**src/hdl/edge_cfg.svh**
```systemverilog
/*
 * Sizes and queue depths shared by the edge fetch stage.
 * Include wherever a width or depth is needed.
 */
`ifndef EDGE_CFG_SVH
`define EDGE_CFG_SVH

// Memory geometry
`define EDGE_BYTES 4
`define LINE_BYTES 16
`define ADDR_BITS 32
`define DEGREE_BITS 16

// Derived widths
`define EDGE_BITS (`EDGE_BYTES * 8)
`define LINE_BITS (`LINE_BYTES * 8)
`define LINE_EDGES (`LINE_BYTES / `EDGE_BYTES)
`define LANE_BITS $clog2(`LINE_EDGES)
`define COUNT_BITS ($clog2(`LINE_EDGES) + 1)

// Queue depths
`define CMD_FIFO_DEPTH 4
`define EDGE_FIFO_DEPTH 16

`endif

```
**src/hdl/graph_pkg.sv**
```systemverilog
/*
 * Graph-side types: the vertex job taken in and the edge record
 * handed to the consumer.
 */
`default_nettype none

`include "edge_cfg.svh"

package graph_pkg;

	// Edge range of one vertex
	typedef struct packed {
		logic [`DEGREE_BITS-1:0] edge_idx;
		logic [`DEGREE_BITS-1:0] degree;
	} vertex_job_t;

	// id counts from 0 within each vertex
	typedef struct packed {
		logic [`EDGE_BITS-1:0]   src;
		logic [`EDGE_BITS-1:0]   dest;
		logic [`EDGE_BITS-1:0]   weight;
		logic [`DEGREE_BITS-1:0] id;
	} edge_t;

endpackage

`default_nettype wire

```
**src/hdl/mem_pkg.sv**
```systemverilog
/*
 * Memory-side types: which edge array a read targets, the read
 * command word, and the two views of a returned cacheline.
 */
`default_nettype none

`include "edge_cfg.svh"

package mem_pkg;

	// Edge arrays in the order the sequencer reads them
	typedef enum logic [1:0] {
		ARRAY_SRC,
		ARRAY_DEST,
		ARRAY_WEIGHT
	} array_sel_e;

	// Full-line read, tagged so the data can be routed back
	typedef struct packed {
		logic [`ADDR_BITS-1:0] addr;
		array_sel_e            array;
	} read_cmd_t;

	typedef logic [`EDGE_BITS-1:0] edge_word_t;

	// One line as received, or split into edge lanes
	// Lane 0 holds the lowest address
	typedef union packed {
		logic [`LINE_BITS-1:0]         raw;
		edge_word_t [`LINE_EDGES-1:0]  lane;
	} cacheline_u;

endpackage

`default_nettype wire

```
**src/hdl/chunk_if.sv**
```systemverilog
/*
 * Chunk descriptor from sequencer to unpacker, and done back.
 * One chunk is open at a time.
 */
`default_nettype none

`include "edge_cfg.svh"

interface chunk_if;

	// Start pulses for one cycle and the descriptor holds until done
	logic                    start;
	logic [`COUNT_BITS-1:0]  count;
	logic [`LANE_BITS-1:0]   lane;
	logic [`DEGREE_BITS-1:0] first_id;

	// Pulsed with the chunk's last edge
	logic                    done;

	modport seq (output start, count, lane, first_id, input done);
	modport unpack (input start, count, lane, first_id, output done);

endinterface

`default_nettype wire

```
**src/hdl/edge_fetch_seq.sv**
```systemverilog
/*
 * Splits a vertex's edge range into line-sized chunks and issues
 * src, dest and weight reads per chunk, then opens the chunk.
 */
`default_nettype none

`include "edge_cfg.svh"

module edge_fetch_seq (
	input  wire logic                    clock,
	input  wire logic                    rstn,
	input  wire logic                    vertex_valid,
	input  wire logic [`DEGREE_BITS-1:0] vertex_edge_idx,
	input  wire logic [`DEGREE_BITS-1:0] vertex_degree,
	output logic                         vertex_busy,
	input  wire logic [`ADDR_BITS-1:0]   base_src,
	input  wire logic [`ADDR_BITS-1:0]   base_dest,
	input  wire logic [`ADDR_BITS-1:0]   base_weight,
	input  wire logic                    cmd_full,
	output logic                         cmd_push,
	output mem_pkg::read_cmd_t           cmd_data,
	chunk_if.seq                         chunk
);

	import mem_pkg::*;
	import graph_pkg::*;

	localparam int AW         = `ADDR_BITS;
	localparam int DW         = `DEGREE_BITS;
	localparam int CW         = `COUNT_BITS;
	localparam int LINE_SHIFT = $clog2(`LINE_BYTES);
	localparam int EDGE_SHIFT = $clog2(`EDGE_BYTES);

	typedef enum logic [2:0] {
		S_IDLE,
		S_CALC,
		S_ISSUE_SRC,
		S_ISSUE_DEST,
		S_ISSUE_WEIGHT,
		S_START,
		S_WAIT_DONE
	} state_e;

	state_e                state;
	state_e                state_next;
	vertex_job_t           job_in;
	logic [AW-1:0]         next_offset;
	logic [AW-1:0]         aligned;
	logic [AW-1:0]         chunk_aligned;
	logic [DW-1:0]         remaining;
	logic [DW-1:0]         next_id;
	logic [`LANE_BITS-1:0] lane_calc;
	logic [CW-1:0]         lane_room;
	logic [CW-1:0]         count_calc;
	logic                  issuing;

	assign job_in.edge_idx = vertex_edge_idx;
	assign job_in.degree   = vertex_degree;

	//////////////////////////////////////////////////
	// Chunk geometry from the current byte offset
	//////////////////////////////////////////////////

	assign aligned    = next_offset & ~AW'(`LINE_BYTES - 1);
	assign lane_calc  = next_offset[LINE_SHIFT-1:EDGE_SHIFT];
	assign lane_room  = CW'(`LINE_EDGES) - CW'(lane_calc);
	// Never cross into the next line
	assign count_calc = (remaining < DW'(lane_room)) ? CW'(remaining) : lane_room;

	//////////////////////////////////////////////////
	// Chunk FSM
	//////////////////////////////////////////////////

	always_comb begin
		state_next = state;
		case (state)
			S_IDLE: begin
				if (vertex_valid) begin
					state_next = S_CALC;
				end
			end
			S_CALC: begin
				state_next = (remaining == '0) ? S_IDLE : S_ISSUE_SRC;
			end
			S_ISSUE_SRC: begin
				if (!cmd_full) begin
					state_next = S_ISSUE_DEST;
				end
			end
			S_ISSUE_DEST: begin
				if (!cmd_full) begin
					state_next = S_ISSUE_WEIGHT;
				end
			end
			S_ISSUE_WEIGHT: begin
				if (!cmd_full) begin
					state_next = S_START;
				end
			end
			S_START: begin
				state_next = S_WAIT_DONE;
			end
			S_WAIT_DONE: begin
				if (chunk.done) begin
					state_next = S_CALC;
				end
			end
			default: begin
				state_next = S_IDLE;
			end
		endcase
	end

	always_ff @(posedge clock or negedge rstn) begin
		if (!rstn) begin
			state       <= S_IDLE;
			next_offset <= '0;
			remaining   <= '0;
			next_id     <= '0;
		end else begin
			state <= state_next;
			if (state == S_IDLE && vertex_valid) begin
				next_offset <= AW'(job_in.edge_idx) << EDGE_SHIFT;
				remaining   <= job_in.degree;
				next_id     <= '0;
			end
			if (state == S_CALC && remaining != '0) begin
				next_offset <= aligned + AW'(`LINE_BYTES);
				remaining   <= remaining - DW'(count_calc);
			end
			if (state == S_WAIT_DONE && chunk.done) begin
				next_id <= next_id + DW'(chunk.count);
			end
		end
	end

	// Descriptor stays put until the chunk is done
	always_ff @(posedge clock) begin
		if (state == S_CALC) begin
			chunk_aligned <= aligned;
			chunk.lane    <= lane_calc;
			chunk.count   <= count_calc;
		end
	end

	//////////////////////////////////////////////////
	// Read commands and chunk start
	//////////////////////////////////////////////////

	assign issuing = (state == S_ISSUE_SRC) || (state == S_ISSUE_DEST) ||
		(state == S_ISSUE_WEIGHT);
	assign cmd_push       = issuing && !cmd_full;
	assign vertex_busy    = (state != S_IDLE);
	assign chunk.start    = (state == S_START);
	assign chunk.first_id = next_id;

	always_comb begin
		cmd_data.addr  = base_src + chunk_aligned;
		cmd_data.array = ARRAY_SRC;
		case (state)
			S_ISSUE_DEST: begin
				cmd_data.addr  = base_dest + chunk_aligned;
				cmd_data.array = ARRAY_DEST;
			end
			S_ISSUE_WEIGHT: begin
				cmd_data.addr  = base_weight + chunk_aligned;
				cmd_data.array = ARRAY_WEIGHT;
			end
			default: begin
				cmd_data.array = ARRAY_SRC;
			end
		endcase
	end

endmodule

`default_nettype wire

```
**src/hdl/edge_job_ctrl.sv**
```systemverilog
/*
 * Edge fetch stage top level. Takes vertex jobs, issues line reads,
 * and presents unpacked edges through a request-popped queue.
 */
`default_nettype none

`include "edge_cfg.svh"

module edge_job_ctrl (
	input  wire logic                    clock,
	input  wire logic                    rstn,
	// Vertex job
	input  wire logic                    vertex_valid,
	input  wire logic [`DEGREE_BITS-1:0] vertex_edge_idx,
	input  wire logic [`DEGREE_BITS-1:0] vertex_degree,
	output logic                         vertex_busy,
	// Array base addresses
	input  wire logic [`ADDR_BITS-1:0]   base_src,
	input  wire logic [`ADDR_BITS-1:0]   base_dest,
	input  wire logic [`ADDR_BITS-1:0]   base_weight,
	// Read commands
	output logic                         cmd_valid,
	output logic [`ADDR_BITS-1:0]        cmd_addr,
	output mem_pkg::array_sel_e          cmd_array,
	input  wire logic                    cmd_grant,
	// Returned lines
	input  wire logic                    data_valid,
	input  wire mem_pkg::array_sel_e     data_array,
	input  wire logic [`LINE_BITS-1:0]   data_line,
	// Edge queue head
	output logic                         edge_valid,
	output logic [`EDGE_BITS-1:0]        edge_src,
	output logic [`EDGE_BITS-1:0]        edge_dest,
	output logic [`EDGE_BITS-1:0]        edge_weight,
	output logic [`DEGREE_BITS-1:0]      edge_id,
	input  wire logic                    edge_request
);

	import mem_pkg::*;
	import graph_pkg::*;

	chunk_if chunk ();

	read_cmd_t cmd_in;
	read_cmd_t cmd_head;
	logic      cmd_push;
	logic      cmd_full;
	logic      cmd_empty;
	edge_t     edge_in;
	edge_t     edge_head;
	logic      edge_push;
	logic      edge_room;
	logic      edge_empty;

	edge_fetch_seq i_edge_fetch_seq (
		.clock           (clock),
		.rstn            (rstn),
		.vertex_valid    (vertex_valid),
		.vertex_edge_idx (vertex_edge_idx),
		.vertex_degree   (vertex_degree),
		.vertex_busy     (vertex_busy),
		.base_src        (base_src),
		.base_dest       (base_dest),
		.base_weight     (base_weight),
		.cmd_full        (cmd_full),
		.cmd_push        (cmd_push),
		.cmd_data        (cmd_in),
		.chunk           (chunk.seq)
	);

	sync_fifo #(
		.WIDTH ($bits(read_cmd_t)),
		.DEPTH (`CMD_FIFO_DEPTH)
	) cmd_fifo (
		.clock    (clock),
		.rstn     (rstn),
		.push     (cmd_push),
		.data_in  (cmd_in),
		.pop      (cmd_grant),
		.data_out (cmd_head),
		.empty    (cmd_empty),
		.full     (cmd_full),
		.room     ()
	);

	edge_line_unpack i_edge_line_unpack (
		.clock      (clock),
		.rstn       (rstn),
		.data_valid (data_valid),
		.data_array (data_array),
		.data_line  (data_line),
		.edge_space (edge_room),
		.edge_push  (edge_push),
		.edge_data  (edge_in),
		.chunk      (chunk.unpack)
	);

	// Unpacker waits on room, so full is never reached with a push
	sync_fifo #(
		.WIDTH ($bits(edge_t)),
		.DEPTH (`EDGE_FIFO_DEPTH)
	) edge_fifo (
		.clock    (clock),
		.rstn     (rstn),
		.push     (edge_push),
		.data_in  (edge_in),
		.pop      (edge_request),
		.data_out (edge_head),
		.empty    (edge_empty),
		.full     (),
		.room     (edge_room)
	);

	assign cmd_valid   = !cmd_empty;
	assign cmd_addr    = cmd_head.addr;
	assign cmd_array   = cmd_head.array;
	assign edge_valid  = !edge_empty;
	assign edge_src    = edge_head.src;
	assign edge_dest   = edge_head.dest;
	assign edge_weight = edge_head.weight;
	assign edge_id     = edge_head.id;

endmodule

`default_nettype wire

```
**src/hdl/edge_line_unpack.sv**
```systemverilog
/*
 * Holds the three tagged lines of a chunk and emits its edges one
 * per cycle from the chunk's first lane, then signals done.
 */
`default_nettype none

`include "edge_cfg.svh"

module edge_line_unpack (
	input  wire logic               clock,
	input  wire logic               rstn,
	input  wire logic               data_valid,
	input  wire mem_pkg::array_sel_e data_array,
	input  wire mem_pkg::cacheline_u data_line,
	input  wire logic               edge_space,
	output logic                    edge_push,
	output graph_pkg::edge_t        edge_data,
	chunk_if.unpack                 chunk
);

	import mem_pkg::*;

	localparam int CW = `COUNT_BITS;
	localparam int DW = `DEGREE_BITS;

	cacheline_u            line_src;
	cacheline_u            line_dest;
	cacheline_u            line_weight;
	logic                  src_ready;
	logic                  dest_ready;
	logic                  weight_ready;
	logic                  lines_ready;
	logic                  chunk_open;
	logic                  shifting;
	logic                  last_edge;
	logic [`LANE_BITS-1:0] lane_ptr;
	logic [CW-1:0]         pos;

	assign lines_ready = src_ready && dest_ready && weight_ready;
	assign last_edge   = shifting && ((pos + CW'(1)) == chunk.count);

	//////////////////////////////////////////////////
	// Tagged line capture
	//////////////////////////////////////////////////

	// Lines may land before the chunk opens
	always_ff @(posedge clock) begin
		if (data_valid) begin
			case (data_array)
				ARRAY_SRC:    line_src.raw    <= data_line.raw;
				ARRAY_DEST:   line_dest.raw   <= data_line.raw;
				ARRAY_WEIGHT: line_weight.raw <= data_line.raw;
				default:      line_src.raw    <= line_src.raw;
			endcase
		end
	end

	// Edge record from the current lane
	always_ff @(posedge clock) begin
		if (shifting) begin
			edge_data.src    <= line_src.lane[lane_ptr];
			edge_data.dest   <= line_dest.lane[lane_ptr];
			edge_data.weight <= line_weight.lane[lane_ptr];
			edge_data.id     <= chunk.first_id + DW'(pos);
		end
	end

	//////////////////////////////////////////////////
	// Chunk control
	//////////////////////////////////////////////////

	always_ff @(posedge clock or negedge rstn) begin
		if (!rstn) begin
			src_ready    <= 1'b0;
			dest_ready   <= 1'b0;
			weight_ready <= 1'b0;
			chunk_open   <= 1'b0;
			shifting     <= 1'b0;
			lane_ptr     <= '0;
			pos          <= '0;
			edge_push    <= 1'b0;
			chunk.done   <= 1'b0;
		end else begin
			edge_push  <= 1'b0;
			chunk.done <= 1'b0;

			if (data_valid) begin
				case (data_array)
					ARRAY_SRC:    src_ready    <= 1'b1;
					ARRAY_DEST:   dest_ready   <= 1'b1;
					ARRAY_WEIGHT: weight_ready <= 1'b1;
					default:      src_ready    <= src_ready;
				endcase
			end

			if (chunk.start) begin
				chunk_open <= 1'b1;
				lane_ptr   <= chunk.lane;
				pos        <= '0;
			end

			// Room for a full line checked once, so no edge is dropped
			if (chunk_open && lines_ready && edge_space && !shifting) begin
				shifting <= 1'b1;
			end

			if (shifting) begin
				edge_push <= 1'b1;
				lane_ptr  <= lane_ptr + 1'b1;
				pos       <= pos + 1'b1;
			end

			// Close the chunk and free the line registers
			if (last_edge) begin
				shifting     <= 1'b0;
				chunk_open   <= 1'b0;
				src_ready    <= 1'b0;
				dest_ready   <= 1'b0;
				weight_ready <= 1'b0;
				chunk.done   <= 1'b1;
			end
		end
	end

endmodule

`default_nettype wire

```
**src/hdl/sync_fifo.sv**
```systemverilog
/*
 * First-word-fall-through FIFO for the command and edge queues.
 * The head shows on data_out while empty is low; pop removes it.
 */
`default_nettype none

`include "edge_cfg.svh"

module sync_fifo #(
	parameter int WIDTH = 8,
	parameter int DEPTH = 4
) (
	input  wire logic             clock,
	input  wire logic             rstn,
	input  wire logic             push,
	input  wire logic [WIDTH-1:0] data_in,
	input  wire logic             pop,
	output logic      [WIDTH-1:0] data_out,
	output logic                  empty,
	output logic                  full,
	output logic                  room
);

	localparam int PTR_BITS = (DEPTH > 1) ? $clog2(DEPTH) : 1;
	localparam int CNT_BITS = $clog2(DEPTH + 1);

	logic [WIDTH-1:0]    mem [DEPTH];
	logic [PTR_BITS-1:0] wr_ptr;
	logic [PTR_BITS-1:0] rd_ptr;
	logic [CNT_BITS-1:0] count;
	logic                do_push;
	logic                do_pop;

	assign do_push = push && !full;
	assign do_pop  = pop && !empty;

	assign empty    = (count == '0);
	assign full     = (count == CNT_BITS'(DEPTH));
	// Space for a whole line of edges
	assign room     = (DEPTH - int'(count)) >= `LINE_EDGES;
	assign data_out = mem[rd_ptr];

	always_ff @(posedge clock) begin
		if (do_push) begin
			mem[wr_ptr] <= data_in;
		end
	end

	always_ff @(posedge clock or negedge rstn) begin
		if (!rstn) begin
			wr_ptr <= '0;
			rd_ptr <= '0;
			count  <= '0;
		end else begin
			if (do_push) begin
				wr_ptr <= (wr_ptr == PTR_BITS'(DEPTH - 1)) ? '0 : wr_ptr + 1'b1;
			end
			if (do_pop) begin
				rd_ptr <= (rd_ptr == PTR_BITS'(DEPTH - 1)) ? '0 : rd_ptr + 1'b1;
			end
			case ({do_push, do_pop})
				2'b10:   count <= count + 1'b1;
				2'b01:   count <= count - 1'b1;
				default: count <= count;
			endcase
		end
	end

endmodule

`default_nettype wire

```
**config.mk**
```make
export PLATFORM = sky130hd
export DESIGN_NAME = edge_job_ctrl
export DESIGN_NICKNAME = d
export VERILOG_FILES = /design/src/hdl/graph_pkg.sv /design/src/hdl/mem_pkg.sv /design/src/hdl/chunk_if.sv /design/src/hdl/edge_fetch_seq.sv /design/src/hdl/edge_job_ctrl.sv /design/src/hdl/edge_line_unpack.sv /design/src/hdl/sync_fifo.sv
export VERILOG_INCLUDE_DIRS = /design/src /design/src/hdl
export SDC_FILE = /design/constraint.sdc
export NUM_CORES = 2
export LEC_CHECK = 0
export BUFFER_PORTS_ARGS = -buffer_cell sky130_fd_sc_hd__buf_2
export CAP_MARGIN = 20
export CORE_AREA = 2 2 388 390
export CTS_CLUSTER_DIAMETER = 30
export CTS_CLUSTER_SIZE = 16
export DETAILED_ROUTE_END_ITERATION = 10
export DIE_AREA = 0 0 390 392
export PLACE_DENSITY = 0.95
export SYNTH_ARGS = -nofsm -noshare
export SYNTH_HDL_FRONTEND = slang
export SYNTH_SLANG_ARGS = --single-unit
```
**constraint.sdc**
```tcl
create_clock -name clock -period 14.35 [get_ports clock]
set_input_delay 2.87 -clock clock [delete_from_list [all_inputs] [get_ports clock]]
set_output_delay 2.87 -clock clock [all_outputs]
set_load 0.1 [all_outputs]
```
# Yosys cells after proc, flatten, opt, wreduce, memory -nomap -nowiden
# Memories as Yosys holds them, arrays and structs flattened.
# Index checks and enable logic that the tools add are counted.
# totals
reg_bits	628
latchBits	0
ramBits	1928
mem_bits_ro	0
output_inout_bits	149
elab_cells	174
mem_count	2
# memory_table
memory	depth	width	rd	rd_clocked_by_memory_dff	wr	line	text
edge_fifo.mem	16	112	1	0	1	sync_fifo.sv:27	logic [WIDTH-1:0] mem [DEPTH];
cmd_fifo.mem	4	34	1	0	1	sync_fifo.sv:27	
# op_classes
addsub	19
multipliers	0
div_mod_pow	0
magnitude_cmp	3
eq_ne	24
n_shift	0
n_mux	51
n_bitwise	0
reduce_logical	46
# ops
operator	count
32-bit binary-select mux with 2-bit select	3
32-bit two-way mux	5
32-bit adder	3
16-bit two-way mux	4
32-bit case mux with 2 select lines	1
16-bit by 3-bit adder with 16-bit output	2
32-bit by 5-bit adder with 32-bit output, second input constant	1
32-bit by 4-bit >= comparator with 1-bit output, second input constant	1
3-bit two-way mux	8
2-bit nonzero test	11
3-bit case mux with 7 select lines	1
1-bit two-way mux	19
16-bit zero test	1
16-bit by 3-bit less-than comparator with 1-bit output	1
16-bit nonzero test	1
16-bit by 3-bit subtractor with 16-bit output	1
1-bit logical AND	14
3-bit == test, second input constant	4
2-bit AND reduction	6
2-bit == test, second input constant	5
2-bit two-way mux	5
5-bit case mux with 2 select lines	1
4-bit by 1-bit adder with 4-bit output, second input constant	2
4-bit == test, second input constant	2
25 further kinds	41

# Logic depth before layout (Yosys ltp)
# logic_depth
word_depth	7
depth_mapped	17

# Hierarchy
# A second synthesis with hierarchy kept.
# unflattened
cells_unflattened	4749
hier_area_um2	99020.0
# by_module_without_submodules
mod	n_inst	cells_each	area_per_inst_um2
sync_fifo (edge_fifo)	1	3089	69040.0
edge_line_unpack	1	704	18042.3
edge_fetch_seq	1	731	6502.5
sync_fifo (cmd_fifo)	1	223	5427.7
edge_job_ctrl	1	2	7.5

# Worst setup path before layout
# Ideal clock, no wire load.
# synth_timing
kind	input -> register
start	input data_array[1]
end	register i_edge_line_unpack.line_src[0] (netlist name) (enable)
setup_ns	0.803
t_arrival_ns	12.223
required_ns	13.547
setup_slack_ns	1.323
cell_stages	1
path_buffers	0
cell_sequence	nor3b_1
# synth_between
elab_chain_cells	2
# synth_rtl
item	line	text
start: declaration	edge_job_ctrl.sv:28	input wire mem_pkg::array_sel_e data_array,
2-bit zero test	edge_line_unpack.sv:49	case (data_array)
2-bit AND reduction (no line)	n/a	
end: declaration	edge_line_unpack.sv:26	cacheline_u line_src;
# Every way passes these cells.
# A chain may end at the register's enable or synchronous reset.

# Worst setup path after layout
# layout_timing
start	register edge_fifo.rd_ptr[1]
end	output edge_dest[16]
# layout_between
elab_chain_cells	1
# layout_rtl
item	line	text
start: declaration	sync_fifo.sv:29	logic [PTR_BITS-1:0] rd_ptr;
start signal: assignment	sync_fifo.sv:59	rd_ptr <= (rd_ptr == PTR_BITS'(DEPTH - 1)) ? '0 : rd_ptr + 1'b1;
memory 16 x 112 bit	n/a	
end: declaration	edge_job_ctrl.sv:33	output logic [`EDGE_BITS-1:0] edge_dest,
# Every way passes these cells.

==> summary.txt <==
Run
  • Max Cap Viol: 0

CTS
  • CTS tree: yes
  • Post-CTS sizing: 0
  • Setup bufs post-CTS: 0
  • Clk root buf: clkbuf_16
  • Hold_buf cts: 0
  • Clock latency on the worst-skew pair: roughly 1000 ps
  • Clock-pin slew on the worst setup and hold paths: approximately 60 ps
  • Num CTS Buffers: 437
  • CTS Sinks: 2554
  • Clock buffer depth: 4
  • CTS H-tree lvls: 5

Global route
  • GRT overflow: 0
  • First-pass GRT wire length: 454000 um
  • All-Layer GR Usage: between 40% and 50%
  • Largest net degree at the start of global routing: 115
  • Initial antenna violation count: 66
  • Vias in the first global route: 55100

Detailed routing
  • Number of DRC markers in iteration 0: 10300
  • Via density: 7.51
  • Wire per inst: between 40 and 50 um
  • DR DRC count: 0
  • Vias post-DR: 54900
  • TritonRoute pass-1 iters: 9
  • Final ANT Viol Nets: 0
  • Post-Route WL: 328000 um

Min path
  • Worst hold path type: reg2reg

STA
  • RSZ-0062 raised after global routing: false
  • Tmin final: around 8600 ps
  • Least-Margin Pin Slew: 1200 ps
  • Final critical-path setup slack: 5700 ps
  • Final hold slack: 450 ps
  • Max transition margin: about a fifth
  • Final hold vios: 0
  • Final clock skew: 92.9 ps
  • Final Max Tran Viols: 0
  • Fin crit share: between 60% and 70%
  • Final setup fails: 0
  • Setup TNS: 0 ps
  • Peak Freq: 0.116 GHz

Power
  • VDD IR max: 0.000322 V
  • PD cells: ~290 nW/um^2
  • Leak pwr: just under 40 nW

Yosys
  • Net Count, Synth: about 4600
  • Seq/Total Area, Yosys: just under 80%
  • Gate Count Post-Synth: 4234
  • EDFF count, synth: between 2000 and 2500
  • Synth Register Bits: 2554
  • Yosys warns: 0
  • Syn Std Cell Area: 97600 sq um
  • Synth Area per Inst: 23.1 sq um
  • Cell variety after synth: 62
  • Synth Flop Type: edfxtp_1
  • Async set-reset flop share out of synthesis: 3.80%

Finish
  • Final Instance Count excl. Fillers: 7302
  • Fin nets: 5281
  • Layout cells sized above 1: approximately 36%
  • Synth-to-layout area growth: 19.9%
  • Final core utilization: around 79%
  • Fill cells: 6430

Worst setup path
  • Worst setup EP type: output port
  • Crit path kind: reg2out
  • CP Max Fanout: 73
  • Worst path arrival time: 5780 ps
  • Critical Path RT: 11480 ps
  • CP Launch Type: flip-flop

Die
  • Row count: 142
  • Starting Density: 65.6%
  • Die Ht: just under 400 um
  • Die footprint: 153000 sq um
  • I/O pin total: 413
  • Die width: 390 um
  • Core area: 149000 sq um

Placement
  • RD Place Congestion: 0.861
  • Dpl cells: 6456
  • Port bufs: 412
  • Pre-CTS WS: 7100 ps
  • HPWL Detailed: 156000 um

Outcome
  • Outcome: finished clean
[final timing paths]
kind	from	to	slack (ps)	cells past startpoint
setup / recovery	edge_fifo.rd_ptr[1]	edge_dest[16]	5700	5
hold / removal	i_edge_fetch_seq.next_offset[3]	i_edge_fetch_seq.chunk.lane[1]	450	0
setup reg to reg	i_edge_fetch_seq.state[1]	cmd_fifo.mem[0][30]	8640	14
hold reg to reg	i_edge_fetch_seq.next_offset[3]	i_edge_fetch_seq.chunk.lane[1]	450	0
max in group asynchronous	rstn	i_edge_line_unpack.shifting	11110	2
min in group asynchronous	rstn	i_edge_fetch_seq.remaining[7]	1950	1
[where the power goes]
| group | switching [mW] | internal, mW | leakage [nW] |
|---|---|---|---|
| logic | 7.59 | 3.01 | 8.43 |
| registers | 1.59 | 10.5 | 23.6 |
| clock network | 4.14 | 6.63 | 7.00 |
| total | 13.3 | 20.1 | 39.1 |
[synth_stat cells, types with 14 or more instances]
cell type,n,area share [%]
a21o_1,19,0.15
a21oi_1,60,0.31
and2_1,15,0.096
buf_1,55,0.21
clkbuf_1,129,0.50
dfrtp_1,97,2.5
edfxtp_1,2457,76
ha_1,57,0.73
inv_1,40,0.15
mux2i_1,34,0.35
mux4_2,690,16
nand2_1,138,0.53
nand3_1,36,0.18
nand4_1,15,0.096
nor2_1,59,0.23
nor3_1,17,0.087
o211ai_1,24,0.18
o21ai_0,81,0.42
o31ai_1,14,0.11
xnor2_1,37,0.33
xor2_1,27,0.24
[area by class of cell]
type                       count  area [sq um]  share of cell area (%)
clock inverter               312          3440                    2.94
antenna                       49           123                   0.105
inverter                      41           154                   0.132
tap                         1944          2430                    2.08
sequential                  2554         76200                    65.2
multi-input combinational   1443         20600                    17.6
clock buffer                 482         11300                    9.62
timing repair buffer         477          2760                    2.36
[routing by layer]
layer  up-vias  global-route usage [%]  part of all wire [%]
li1      19600                       -                     -
met1     27700                    51.1                    29
met2      6024                    69.2                    48
met3      1545                    13.4                    13
met4        62                    33.1                   9.6
met5         -                  0.0319                  0.14
[registers in the layout (all words and copies together), names as in the netlist, 3 cells and up]
signal	cells
edge_fifo.count	5
i_edge_line_unpack.line_src	128
i_edge_line_unpack.line_dest	128
i_edge_fetch_seq.chunk.count	3
i_edge_fetch_seq.chunk.first_id	16
i_edge_fetch_seq.chunk_aligned	28
i_edge_fetch_seq.remaining	16
edge_fifo.mem	1792
i_edge_line_unpack.pos	3
cmd_fifo.mem	136
i_edge_fetch_seq.next_offset	30
i_edge_line_unpack.edge_data	112
i_edge_fetch_seq.state	3
edge_fifo.wr_ptr	4
edge_fifo.rd_ptr	4
cmd_fifo.count	3
i_edge_line_unpack.line_weight	128
[through the flow]
step,total power [mW],area (sq um)
2_1_floorplan,18.9,97600
3_3_place_gp,21.2,102000
3_5_place_dp,22.0,102000
4_1_cts,33.2,117000
5_1_grt,33.9,117000
6_report,33.5,117000
[cell usage in the layout, fill, tap and decap left out, types with 36 or more instances in the layout]
master and n:
a21oi_1 60, mux4_2 690, edfxtp_1 2457, clkinv_2 53
nand2_1 138, clkbuf_16 442, clkbuf_1 36, diode_2 49
buf_4 49, inv_6 47, inv_1 40, ha_1 57
dfrtp_1 88, clkinv_4 47, xnor2_1 37, bufinv_16 51
nand3_1 36, buf_2 411, clkinvlp_4 68, nor2_1 46
o21ai_0 81
[cells by family (layout without fill, tap and decap cells)]
logic type	after synthesis	after routing	share of synthesized area, %
AOI/OAI and AO/OA	255	255	1.63
xor gates and xnor gates	64	64	0.574
muxes	727	727	16.3
adders and majority gates	63	63	0.854
DFF	2554	2554	78.1
other	0	49	0
and+or+nand+nor	334	334	1.61
buffers and inverters	237	1312	0.940
[worst max-delay path: stages (launching register included)]
cell and delay (ps):
dfrtp_4 1110, buf_4 970, buf_4 980, mux4_2 510
mux4_2 610, buf_2 370
Note: power is estimated with default switching activity, not from simulation.
